File: src/design/motor_pkg.sv
package motor_pkg;

    // **********************************************************
    // Vector types shared across the drive
    // **********************************************************

    // Step period counted in prescaler ticks
    typedef logic [9:0] freq_t;

    typedef logic [2:0] step_t;    // Commutation step index, 0 to 5

    // One-hot phase select, bit 0 is A, bit 1 is B, bit 2 is C
    typedef logic [2:0] phase_t;

    typedef logic [7:0] byte_t;    // Serial payload

    // **********************************************************
    // Controller FSM
    // **********************************************************

    typedef enum logic [0:0] {
        ST_IDLE,
        ST_RUN
    } ctrl_state_t;

endpackage

File: src/design/step_timer.sv
module step_timer
    import motor_pkg::*;
#(
    parameter int PRESCALE = 4
) (
    input  logic  clk,
    input  logic  rst,
    input  logic  running,
    input  freq_t m3_freq,
    output logic  step_pulse
);

    localparam int PW = (PRESCALE > 1) ? $clog2(PRESCALE) : 1;

    logic [PW-1:0] pre_cnt;
    logic          tick;
    freq_t         tick_cnt;
    freq_t         tick_next;

    assign tick      = (pre_cnt == PW'(PRESCALE - 1));
    assign tick_next = tick_cnt + 1'b1;

    // Prescaler stands in for a slower motor clock
    always_ff @(posedge clk) begin
        if (rst || !running) begin
            pre_cnt <= '0;
        end else if (tick) begin
            pre_cnt <= '0;
        end else begin
            pre_cnt <= pre_cnt + 1'b1;
        end
    end

    // A zero frequency word never matches, so the motor holds its step
    always_ff @(posedge clk) begin
        if (rst || !running) begin
            tick_cnt   <= '0;
            step_pulse <= 1'b0;
        end else begin
            step_pulse <= 1'b0;
            if (tick) begin
                if (m3_freq != '0 && tick_next >= m3_freq) begin
                    tick_cnt   <= '0;
                    step_pulse <= 1'b1;
                end else begin
                    tick_cnt <= tick_next;    // Free wrap when m3_freq is 0
                end
            end
        end
    end

endmodule

File: src/design/commutation_ctrl.sv
module commutation_ctrl
    import motor_pkg::*;
(
    input  logic   clk,
    input  logic   rst,
    input  logic   m3_start,
    input  logic   m3_inv_or_stop,
    input  logic   step_pulse,
    output logic   running,
    output logic   reverse,
    output phase_t cmd_high,
    output phase_t cmd_low,
    output logic   rev_pulse,
    output byte_t  rev_count
);

    localparam phase_t PH_A = 3'b001;
    localparam phase_t PH_B = 3'b010;
    localparam phase_t PH_C = 3'b100;

    ctrl_state_t state;
    ctrl_state_t state_next;
    step_t       step;
    step_t       step_next;
    logic        reverse_next;
    logic        inv_prev;
    logic        stop_edge;
    logic        wrap;

    // Six-step table, high side in the upper three bits
    function automatic logic [5:0] comm_lookup(input step_t s);
        case (s)
            3'd0:    comm_lookup = {PH_A, PH_B};
            3'd1:    comm_lookup = {PH_A, PH_C};
            3'd2:    comm_lookup = {PH_B, PH_C};
            3'd3:    comm_lookup = {PH_B, PH_A};
            3'd4:    comm_lookup = {PH_C, PH_A};
            3'd5:    comm_lookup = {PH_C, PH_B};
            default: comm_lookup = '0;
        endcase
    endfunction

    assign stop_edge = m3_inv_or_stop && !inv_prev;
    assign running   = (state == ST_RUN);

    always_comb begin
        state_next   = state;
        reverse_next = reverse;
        step_next    = step;
        wrap         = 1'b0;
        case (state)
            ST_IDLE: begin
                if (m3_start) begin
                    state_next   = ST_RUN;
                    reverse_next = m3_inv_or_stop;    // Direction is sampled at start
                end
            end
            ST_RUN: begin
                if (stop_edge) begin
                    state_next = ST_IDLE;    // Step index is kept for a restart
                end else if (step_pulse) begin
                    if (reverse) begin
                        wrap      = (step == 3'd0);
                        step_next = wrap ? 3'd5 : step - 1'b1;
                    end else begin
                        wrap      = (step == 3'd5);
                        step_next = wrap ? 3'd0 : step + 1'b1;
                    end
                end
            end
            default: state_next = ST_IDLE;
        endcase
    end

    always_ff @(posedge clk) begin
        if (rst) begin
            state     <= ST_IDLE;
            reverse   <= 1'b0;
            step      <= '0;
            inv_prev  <= 1'b0;
            cmd_high  <= '0;
            cmd_low   <= '0;
            rev_pulse <= 1'b0;
            rev_count <= '0;
        end else begin
            state     <= state_next;
            reverse   <= reverse_next;
            step      <= step_next;
            inv_prev  <= m3_inv_or_stop;
            rev_pulse <= wrap;
            if (state_next == ST_RUN) begin
                {cmd_high, cmd_low} <= comm_lookup(step_next);
            end else begin
                {cmd_high, cmd_low} <= '0;
            end
            if (wrap) begin
                rev_count <= rev_count + 1'b1;    // Pulse carries the new count
            end
        end
    end

endmodule

File: src/design/gate_driver.sv
module gate_driver
    import motor_pkg::*;
#(
    parameter int DEAD_CYCLES = 3
) (
    input  logic   clk,
    input  logic   rst,
    input  phase_t cmd_high,
    input  phase_t cmd_low,
    output logic   a_h,
    output logic   a_l,
    output logic   b_h,
    output logic   b_l,
    output logic   c_h,
    output logic   c_l
);

    localparam int DW = (DEAD_CYCLES > 1) ? $clog2(DEAD_CYCLES) : 1;

    phase_t        last_high;
    phase_t        last_low;
    phase_t        high_q;
    phase_t        low_q;
    logic [DW-1:0] dead_cnt;
    logic          cmd_change;

    // Compare against the pair last accepted, not the pair on the pins
    assign cmd_change = (cmd_high != last_high) || (cmd_low != last_low);

    // **********************************************************
    // Dead-time blanking
    // **********************************************************

    // The change cycle counts as the first blanked cycle
    always_ff @(posedge clk) begin
        if (rst) begin
            last_high <= '0;
            last_low  <= '0;
            dead_cnt  <= '0;
            high_q    <= '0;
            low_q     <= '0;
        end else if (cmd_change) begin
            last_high <= cmd_high;
            last_low  <= cmd_low;
            dead_cnt  <= DW'(DEAD_CYCLES - 1);    // Restarts on any new change
            high_q    <= '0;
            low_q     <= '0;
        end else if (dead_cnt != '0) begin
            dead_cnt <= dead_cnt - 1'b1;
            high_q   <= '0;
            low_q    <= '0;
        end else begin
            high_q <= last_high;
            low_q  <= last_low;
        end
    end

    // **********************************************************
    // Gate pins
    // **********************************************************

    assign a_h = high_q[0];
    assign b_h = high_q[1];
    assign c_h = high_q[2];
    assign a_l = low_q[0];
    assign b_l = low_q[1];
    assign c_l = low_q[2];

endmodule

File: src/design/uart_tx.sv
module uart_tx
    import motor_pkg::*;
#(
    parameter int CLKS_PER_BIT = 8
) (
    input  logic  clk,
    input  logic  rst,
    input  logic  rev_pulse,
    input  byte_t rev_count,
    output logic  rs232_tx,
    output logic  busy
);

    localparam int CW = (CLKS_PER_BIT > 1) ? $clog2(CLKS_PER_BIT) : 1;

    logic [CW-1:0] clk_cnt;
    logic [3:0]    bit_cnt;
    logic [8:0]    shift;    // Data bits with the stop bit above them
    logic          bit_end;

    assign bit_end = (clk_cnt == CW'(CLKS_PER_BIT - 1));

    always_ff @(posedge clk) begin
        if (rst) begin
            clk_cnt  <= '0;
            bit_cnt  <= '0;
            shift    <= '1;
            rs232_tx <= 1'b1;    // Line idles high
            busy     <= 1'b0;
        end else if (!busy) begin
            if (rev_pulse) begin
                shift    <= {1'b1, rev_count};
                clk_cnt  <= '0;
                bit_cnt  <= '0;
                rs232_tx <= 1'b0;    // Start bit
                busy     <= 1'b1;
            end
        end else if (bit_end) begin
            clk_cnt <= '0;
            if (bit_cnt == 4'd9) begin
                busy <= 1'b0;    // Stop bit has run its full time
            end else begin
                rs232_tx <= shift[0];    // LSB first
                shift    <= {1'b1, shift[8:1]};
                bit_cnt  <= bit_cnt + 1'b1;
            end
        end else begin
            clk_cnt <= clk_cnt + 1'b1;
        end
    end

    // A strobe seen while busy is simply dropped

endmodule

File: src/design/heartbeat_led.sv
module heartbeat_led #(
    parameter int HEARTBEAT_CYCLES = 50
) (
    input  logic       clk,
    input  logic       rst,
    input  logic       running,
    input  logic       reverse,
    input  logic       busy,
    output logic [3:0] led4
);

    localparam int HW = (HEARTBEAT_CYCLES > 1) ? $clog2(HEARTBEAT_CYCLES) : 1;

    logic [HW-1:0] hb_cnt;

    always_ff @(posedge clk) begin
        if (rst) begin
            hb_cnt <= '0;
            led4   <= '0;
        end else begin
            if (hb_cnt == HW'(HEARTBEAT_CYCLES - 1)) begin
                hb_cnt  <= '0;
                led4[0] <= ~led4[0];    // Blink shows the clock is alive
            end else begin
                hb_cnt <= hb_cnt + 1'b1;
            end
            // Status bits from run state up to transmitter activity
            led4[3:1] <= {busy, reverse, running};
        end
    end

endmodule

File: src/design/motor_drive_top.sv
module motor_drive_top
    import motor_pkg::*;
#(
    parameter int PRESCALE         = 4,
    parameter int DEAD_CYCLES      = 3,
    parameter int CLKS_PER_BIT     = 8,
    parameter int HEARTBEAT_CYCLES = 50
) (
    input  logic       clk,
    input  logic       rst,
    input  logic       m3_start,
    input  logic       m3_inv_or_stop,
    input  freq_t      m3_freq,
    output logic       a_h,
    output logic       a_l,
    output logic       b_h,
    output logic       b_l,
    output logic       c_h,
    output logic       c_l,
    output logic       rs232_tx,
    output logic [3:0] led4
);

    logic   running;
    logic   reverse;
    logic   step_pulse;
    phase_t cmd_high;
    phase_t cmd_low;
    logic   rev_pulse;
    byte_t  rev_count;
    logic   busy;

    step_timer #(
        .PRESCALE    (PRESCALE)
    ) i_step_timer (
        .clk         (clk),
        .rst         (rst),
        .running     (running),
        .m3_freq     (m3_freq),
        .step_pulse  (step_pulse)
    );

    commutation_ctrl i_commutation_ctrl (
        .clk            (clk),
        .rst            (rst),
        .m3_start       (m3_start),
        .m3_inv_or_stop (m3_inv_or_stop),
        .step_pulse     (step_pulse),
        .running        (running),
        .reverse        (reverse),
        .cmd_high       (cmd_high),
        .cmd_low        (cmd_low),
        .rev_pulse      (rev_pulse),
        .rev_count      (rev_count)
    );

    gate_driver #(
        .DEAD_CYCLES (DEAD_CYCLES)
    ) i_gate_driver (
        .clk         (clk),
        .rst         (rst),
        .cmd_high    (cmd_high),
        .cmd_low     (cmd_low),
        .a_h         (a_h),
        .a_l         (a_l),
        .b_h         (b_h),
        .b_l         (b_l),
        .c_h         (c_h),
        .c_l         (c_l)
    );

    uart_tx #(
        .CLKS_PER_BIT (CLKS_PER_BIT)
    ) i_uart_tx (
        .clk          (clk),
        .rst          (rst),
        .rev_pulse    (rev_pulse),
        .rev_count    (rev_count),
        .rs232_tx     (rs232_tx),
        .busy         (busy)
    );

    heartbeat_led #(
        .HEARTBEAT_CYCLES (HEARTBEAT_CYCLES)
    ) i_heartbeat_led (
        .clk              (clk),
        .rst              (rst),
        .running          (running),
        .reverse          (reverse),
        .busy             (busy),
        .led4             (led4)
    );

endmodule

File: config.mk
export PLATFORM = sky130hd
export DESIGN_NAME = motor_drive_top
export DESIGN_NICKNAME = d
export VERILOG_FILES = /design/src/design/motor_pkg.sv /design/src/design/step_timer.sv /design/src/design/commutation_ctrl.sv /design/src/design/gate_driver.sv /design/src/design/uart_tx.sv /design/src/design/heartbeat_led.sv /design/src/design/motor_drive_top.sv
export SDC_FILE = /design/constraint.sdc
export NUM_CORES = 1
export LEC_CHECK = 0
export ABC_CLOCK_PERIOD_IN_PS = 5500
export BUFFER_PORTS_ARGS = -buffer_cell sky130_fd_sc_hd__buf_2
export CAP_MARGIN = 20
export CORE_MARGIN = 3
export CORE_UTILIZATION = 30
export CTS_BUF_LIST = sky130_fd_sc_hd__clkbuf_16
export DETAILED_ROUTE_END_ITERATION = 10
export GPL_TIMING_DRIVEN = 0
export SYNTH_ARGS = -nofsm -noshare
export SYNTH_HDL_FRONTEND = slang
export SYNTH_SLANG_ARGS = --single-unit
File: constraint.sdc
create_clock -name clk -period 5.5 [get_ports clk]
set_clock_uncertainty 0.1 [all_clocks]
set_input_delay 1.1 -clock clk [delete_from_list [all_inputs] [get_ports clk]]
set_output_delay 1.1 -clock clk [all_outputs]
set_load 0.1 [all_outputs]
After elaboration in Yosys (flattened, before gate mapping):

Cells that the tools add are included.

* add/subtract/negate cells: 9
* $lt $le $gt $ge: 1
* eq/ne operators: 14
* mux-type cells: 37
* bitwise gates (word level): 4
* reductions and logical operators: 20

Operators with widths (number)
* $mux 9: 4
* $pmux 6 s6: 1
* $mux 3: 9
* $mux 4: 4
* $mux 1: 15
* $eq 3x3->1 const B: 4
* $add 10x1->10 const B: 1
* $ge 10x10->1: 1
* $mux 10: 1
* $reduce_bool 10->1: 1
* $reduce_or 2->1: 5
* $add 8x1->8 const B: 1
* $add 3x1->3 const B: 2
* $add 6x1->6 const B: 1
* $eq 3x2->1 const B: 2
* $eq 6x6->1 const B: 1
* $logic_not 3->1: 2
* $ne 3x3->1: 2
* $reduce_bool 2->1: 3
* $add 4x1->4 const B: 1
* $eq 4x4->1 const B: 1
* $mux 2: 2
* $ne 2x2->1 const B: 2
* $not 1->1: 4
* 12 further kinds: 15

* register bits: 76
* input port bits: 14
* output and inout bits: 11
* word-level logic and storage cells: 110

Depth between registers and ports, before layout:

* depth after elaboration: 8
* mapped depth: 11
* depth with buffers taken out: 10

Cells and area by module:

Synthesis repeated with hierarchy kept, for this count alone.

* cell total of the unflattened synthesis: 420
* area, all modules: 3671.0 um2

Modules (own cells, without submodules)
* commutation_ctrl: times used 1, cells each 130, area an instance 1038.5 um2, seq. area each 420.4 um2
* step_timer: times used 1, cells each 114, area an instance 894.6 um2, seq. area each 260.2 um2
* uart_tx: times used 1, cells each 91, area an instance 839.6 um2, seq. area each 340.3 um2
* gate_driver: times used 1, cells each 50, area an instance 519.2 um2, seq. area each 280.3 um2
* heartbeat_led: times used 1, cells each 35, area an instance 379.1 um2, seq. area each 200.2 um2

Worst setup path after synthesis:

OpenSTA, ideal clock, no wires.

* kind: input-to-reg
* start: input m3_inv_or_stop
* end: register i_commutation_ctrl.cmd_low[0]
* setup time: 0.070 ns
* arrival: 2.497 ns
* data required time: 5.330 ns
* slack: 2.833 ns
* stages: 6
* path buffers: 1
* cell sequence: nor2b_4 > buf_6 > or2_4 > a211o_1 > or4_1 > a21boi_1

* word-level cells in the longest chain between the ends: 5
* elaborated cells between the ends (all ways): 14
* those cells by class: 5 x eq/ne; 5 x mux; 1 x bitwise; 3 x reduce/logical

Ends and longest elaborated chain
* start: declaration: line motor_drive_top.sv:12 `input logic m3_inv_or_stop,`
* $logic_and 1x1->1 *: line commutation_ctrl.sv:43 `assign stop_edge = m3_inv_or_stop && !inv_prev;`
* $mux 3 / $mux 1 (equally long branches): line commutation_ctrl.sv:59 `if (stop_edge) begin`
* $mux 3 / $pmux 1 s2 (equally long branches): line commutation_ctrl.sv:51 `case (state)`
* $eq 3x3->1 (tied with other cells): line commutation_ctrl.sv:32 `case (s)`
* $pmux 6 s6 / $reduce_or 2->1 (equally long branches)
* end signal: assignment: line commutation_ctrl.sv:92 `{cmd_high, cmd_low} <= comm_lookup(step_next);`
* end: declaration: line commutation_ctrl.sv:12 `output phase_t cmd_low,`

Mark *: on every way between the ends. The rest lies on a longest branch, timed or not.
A chain may end at the register's enable or synchronous reset.

Final worst setup path:

* start: register i_step_timer.tick_cnt[0]
* end: register i_step_timer.tick_cnt[0]

* word-level cells in the longest chain between the ends: 4

Ends and longest elaborated chain
* start: declaration: line step_timer.sv:17 `freq_t tick_cnt;`
* start signal: assignment: line step_timer.sv:46 `tick_cnt <= tick_next;`
* $add 10x1->10 *: line step_timer.sv:21 `assign tick_next = tick_cnt + 1'b1;`
* $ge 10x10->1: line step_timer.sv:42 `if (m3_freq != '0 && tick_next >= m3_freq) begin`
* $logic_and 1x1->1: line step_timer.sv:42
* $mux 10 *: line step_timer.sv:42

Marked as above.

==> run summary <==
cell count after placement - 531
first-pass GRT wire length - 11,000 um
RSZ-0062 raised after global routing - false
Hold/Removal Path Class - reg -> reg
gr ovfl total - 0
Worst setup EP type - flip-flop
sequential-to-total area share from yosys stat - 44.2%
cts bufs inserted - 9
Yosys top cell by area - dfxtp_1
Clock Tree Buf Depth - 2
Placement Cell Area - 0.00369 sq mm
slew margin rel. - 58.7%
Yosys top cell area share - 44.2%
Clock Latency Late Sink - 0.33 ns
hold endpoint - i_step_timer.pre_cnt[0]
crit path kind - reg -> reg
CTS tree - done
worst path arrival time - 2.97 ns
final hold violation count - 0
Final Critical Period - 2.80 ns
syn_area_per_cell - 9.23 sq um
vias - 2,569
largest net degree at the start of global routing - 14
Slew @ Worst Pin - 0.618 ns
WL/cell - 11.3 um
layout net count - 436
post-route ant nets - 0
Syn-to-layout area delta - 17.9%
Power per Cell Area - 311 mW/mm^2
met3 usage - 3.99%
htree depth - 3
synthesized net count - 402
GRT Overall Usage - 10.6%
Startpoint Class - flip-flop
vias in the first global route - 2,450
Fmax achieved - 0.357 GHz
Root Buffer - clkbuf_16
post_cts resized - 0
Detailed Route Iter0 Violations - 79
status - completed
Synth Instances - 368
I/O Buffers - 23
Mapped Area - 0.00340 sq mm
most used routing layer in global routing - met2
DP HPWL - 4620 um
post-synthesis cell type count - 52
max_cap viols - 0
Tcrit/Tclk final - 50.9%
Slowest cell on crit path - dfxtp_1
number of synthesized flops with an enable pin - 0
fin area - 0.00400 sq mm
initial antenna violation count - 1
# diodes - 0
flops & latches, synth - 75
worst-path cell chain - and3_1 > nand3_1 > nor2_1 > xor2_1 > ha_1 > a21oi_1 > o21ai_0 > a21oi_1 > a21o_1 > clkbuf_1 > mux2_2
Setup violations, final - 0
CP Buf/Inv Count - 1
share of cells above drive strength 1 - 12.3%
WP data required - 5.67 ns
post-CTS setup buffer count - 0
R2R depth - 11
final core occ - 36.6%
DIE AREA - 0.0126 sq mm
Residual DRC - 0
DRT Pass-1 Iters - 5
launch point of the worst reg-to-reg path - i_step_timer.tick_cnt[0]
Initial Utilization - 31.1%
Core Box Area - 0.0109 sq mm
Yosys Warn Count - 0
Finished Layout Cells - 547
M2 GR Usage - 16.9%
post-route worst setup slack - 2.70 ns
floorplan die height - 112 um
row count - 38
Fin Setup TNS - 0 ns
IO Pins - 25
Hold Path Stages - 1
GR Layer Usage met1 - 13.1%
asr flop ratio synth - 0%
Synth area leaders - dfxtp_1 (44%), ha_1 (7.4%), nor2_1 (5.0%)
Largest stage delay, worst path - 0.41 ns
vias per cell - 4.70
Min Hold Slack - 0.321 ns
Crit Path Max Fanout - 10
R2R setup slack - 2.70 ns
fin. max-slew vios - 0
Total Routed Length - 6180 um
worst vdd ir - 176 uV
CP most frequent cell - a21oi_1
Power, Total - 1.24 mW
CTS Sinks - 75
Setup WS pre-CTS - 2.45 ns
gp weighted congestion - 0.750
delay-heaviest family, CP - compound AO/OA/AOI/OAI gates
RR Endpoint - i_step_timer.tick_cnt[0]
Primary FF master, synth - dfxtp_1
HP Start - i_step_timer.pre_cnt[0]
cts-stage hold buffer count - 0
Die Width - 112 um
Leakage Power - 1.68 nW
Clock Pin Slew Worst Setup and Hold Paths - 0.05 ns
## cells in the final DEF, fill, tap and decap left out, types with 12 or more instances in the layout
cell type | Yosys | final
a21oi_1 | 12 | 12
buf_2 | 2 | 25
dfxtp_1 | 75 | 75
ha_1 | 20 | 20
inv_1 | 14 | 14
nand2_1 | 22 | 22
nor2_1 | 45 | 45
nor2b_1 | 16 | 16
o21ai_0 | 13 | 13
xnor2_1 | 12 | 12
xor2_1 | 16 | 16
## cells by family (layout without fill, tap and decap cells)
kind of cell / after synthesis / count (layout) / synth area share, %
xor gates and xnor gates: 28 / 28 / 7.22
DFF: 75 / 75 / 44.2
and+or+nand+nor: 153 / 153 / 23.9
adders and majority gates: 20 / 20 / 7.37
buffers and inverters: 29 / 68 / 3.50
muxes: 12 / 12 / 3.61
AOI/OAI and AO/OA: 51 / 51 / 10.2
## state kept, by name, summed over array words and instances, names as in the netlist, 4 cells and up
| signal | cells |
|---|---|
| i_step_timer.tick_cnt | 10 |
| i_commutation_ctrl.rev_count | 8 |
| i_uart_tx.shift | 8 |
| i_heartbeat_led.hb_cnt | 6 |
| i_heartbeat_led.led4 | 4 |
| i_uart_tx.bit_cnt | 4 |
## cells in the mapped netlist, types with 2 or more instances
cell and number:
o21ai_0 13, a21oi_1 12, nand2_1 22, or2_2 2
nand3_1 8, a211oi_1 3, ha_1 20, xnor2_1 12
nor2_1 45, a22o_1 9, nor3b_1 4, nand4_1 8
and2_1 9, dfxtp_1 75, mux2i_1 10, a211o_1 2
inv_1 14, a211oi_2 2, nor2b_1 16, and3_1 6
nand2b_1 9, nor4_1 2, buf_2 2, clkbuf_1 10
nor3_1 9, and3b_1 3, xor2_1 16
## worst max-delay path by stage
| stage | start | end | slack, ns | cells after the start |
|---|---|---|---|---|
| finish | i_step_timer.tick_cnt[0] | i_step_timer.tick_cnt[0] | 2.70 | 11 |
| global route | i_step_timer.tick_cnt[0] | i_step_timer.tick_cnt[0] | 2.37 | 11 |
| CTS | i_step_timer.tick_cnt[0] | i_step_timer.tick_cnt[0] | 2.67 | 11 |
| detailed placement | m3_freq[2] | i_step_timer.tick_cnt[0] | 2.45 | 9 |
| global placement | m3_freq[2] | i_step_timer.tick_cnt[0] | 2.47 | 9 |
| floorplan | m3_inv_or_stop | i_commutation_ctrl.cmd_low[0] | 2.83 | 6 |
## power breakdown
group          switching (mW)  total (mW)  internal (mW)
clock                   0.224       0.619          0.395
sequential            0.00732       0.562          0.555
combinational          0.0394      0.0635         0.0241
total                   0.270        1.24          0.974
## worst register-to-register path: cells and delay by family, from the launching register on
kind | cells | cell delay [ns]
flops | 1 | 0.41
buf+inv | 1 | 0.36
xor+xnor | 1 | 0.23
compound gates | 4 | 0.62
mux | 1 | 0.23
fa+ha+maj | 1 | 0.28
simple gates | 3 | 0.51
## layer usage
layer | routed length (um) | vias to the layer above
met3 | 307 | 10
li1 | - | 1335
met4 | 71 | 2
met5 | 14 | -
met2 | 2800 | 39
met1 | 2990 | 1183
## cell type report
class / count / area, sq um
Fill cell: 1172 / 6930
Sequential cell: 75 / 1500
Timing Repair Buffer: 23 / 115
Clock inverter: 7 / 92.6
Clock buffer: 9 / 225
Inverter: 15 / 56.3
Multi-Input combinational cell: 264 / 1780
Tap cell: 140 / 175
Buffer: 14 / 62.6
Note: power is estimated with default switching activity, not from simulation.
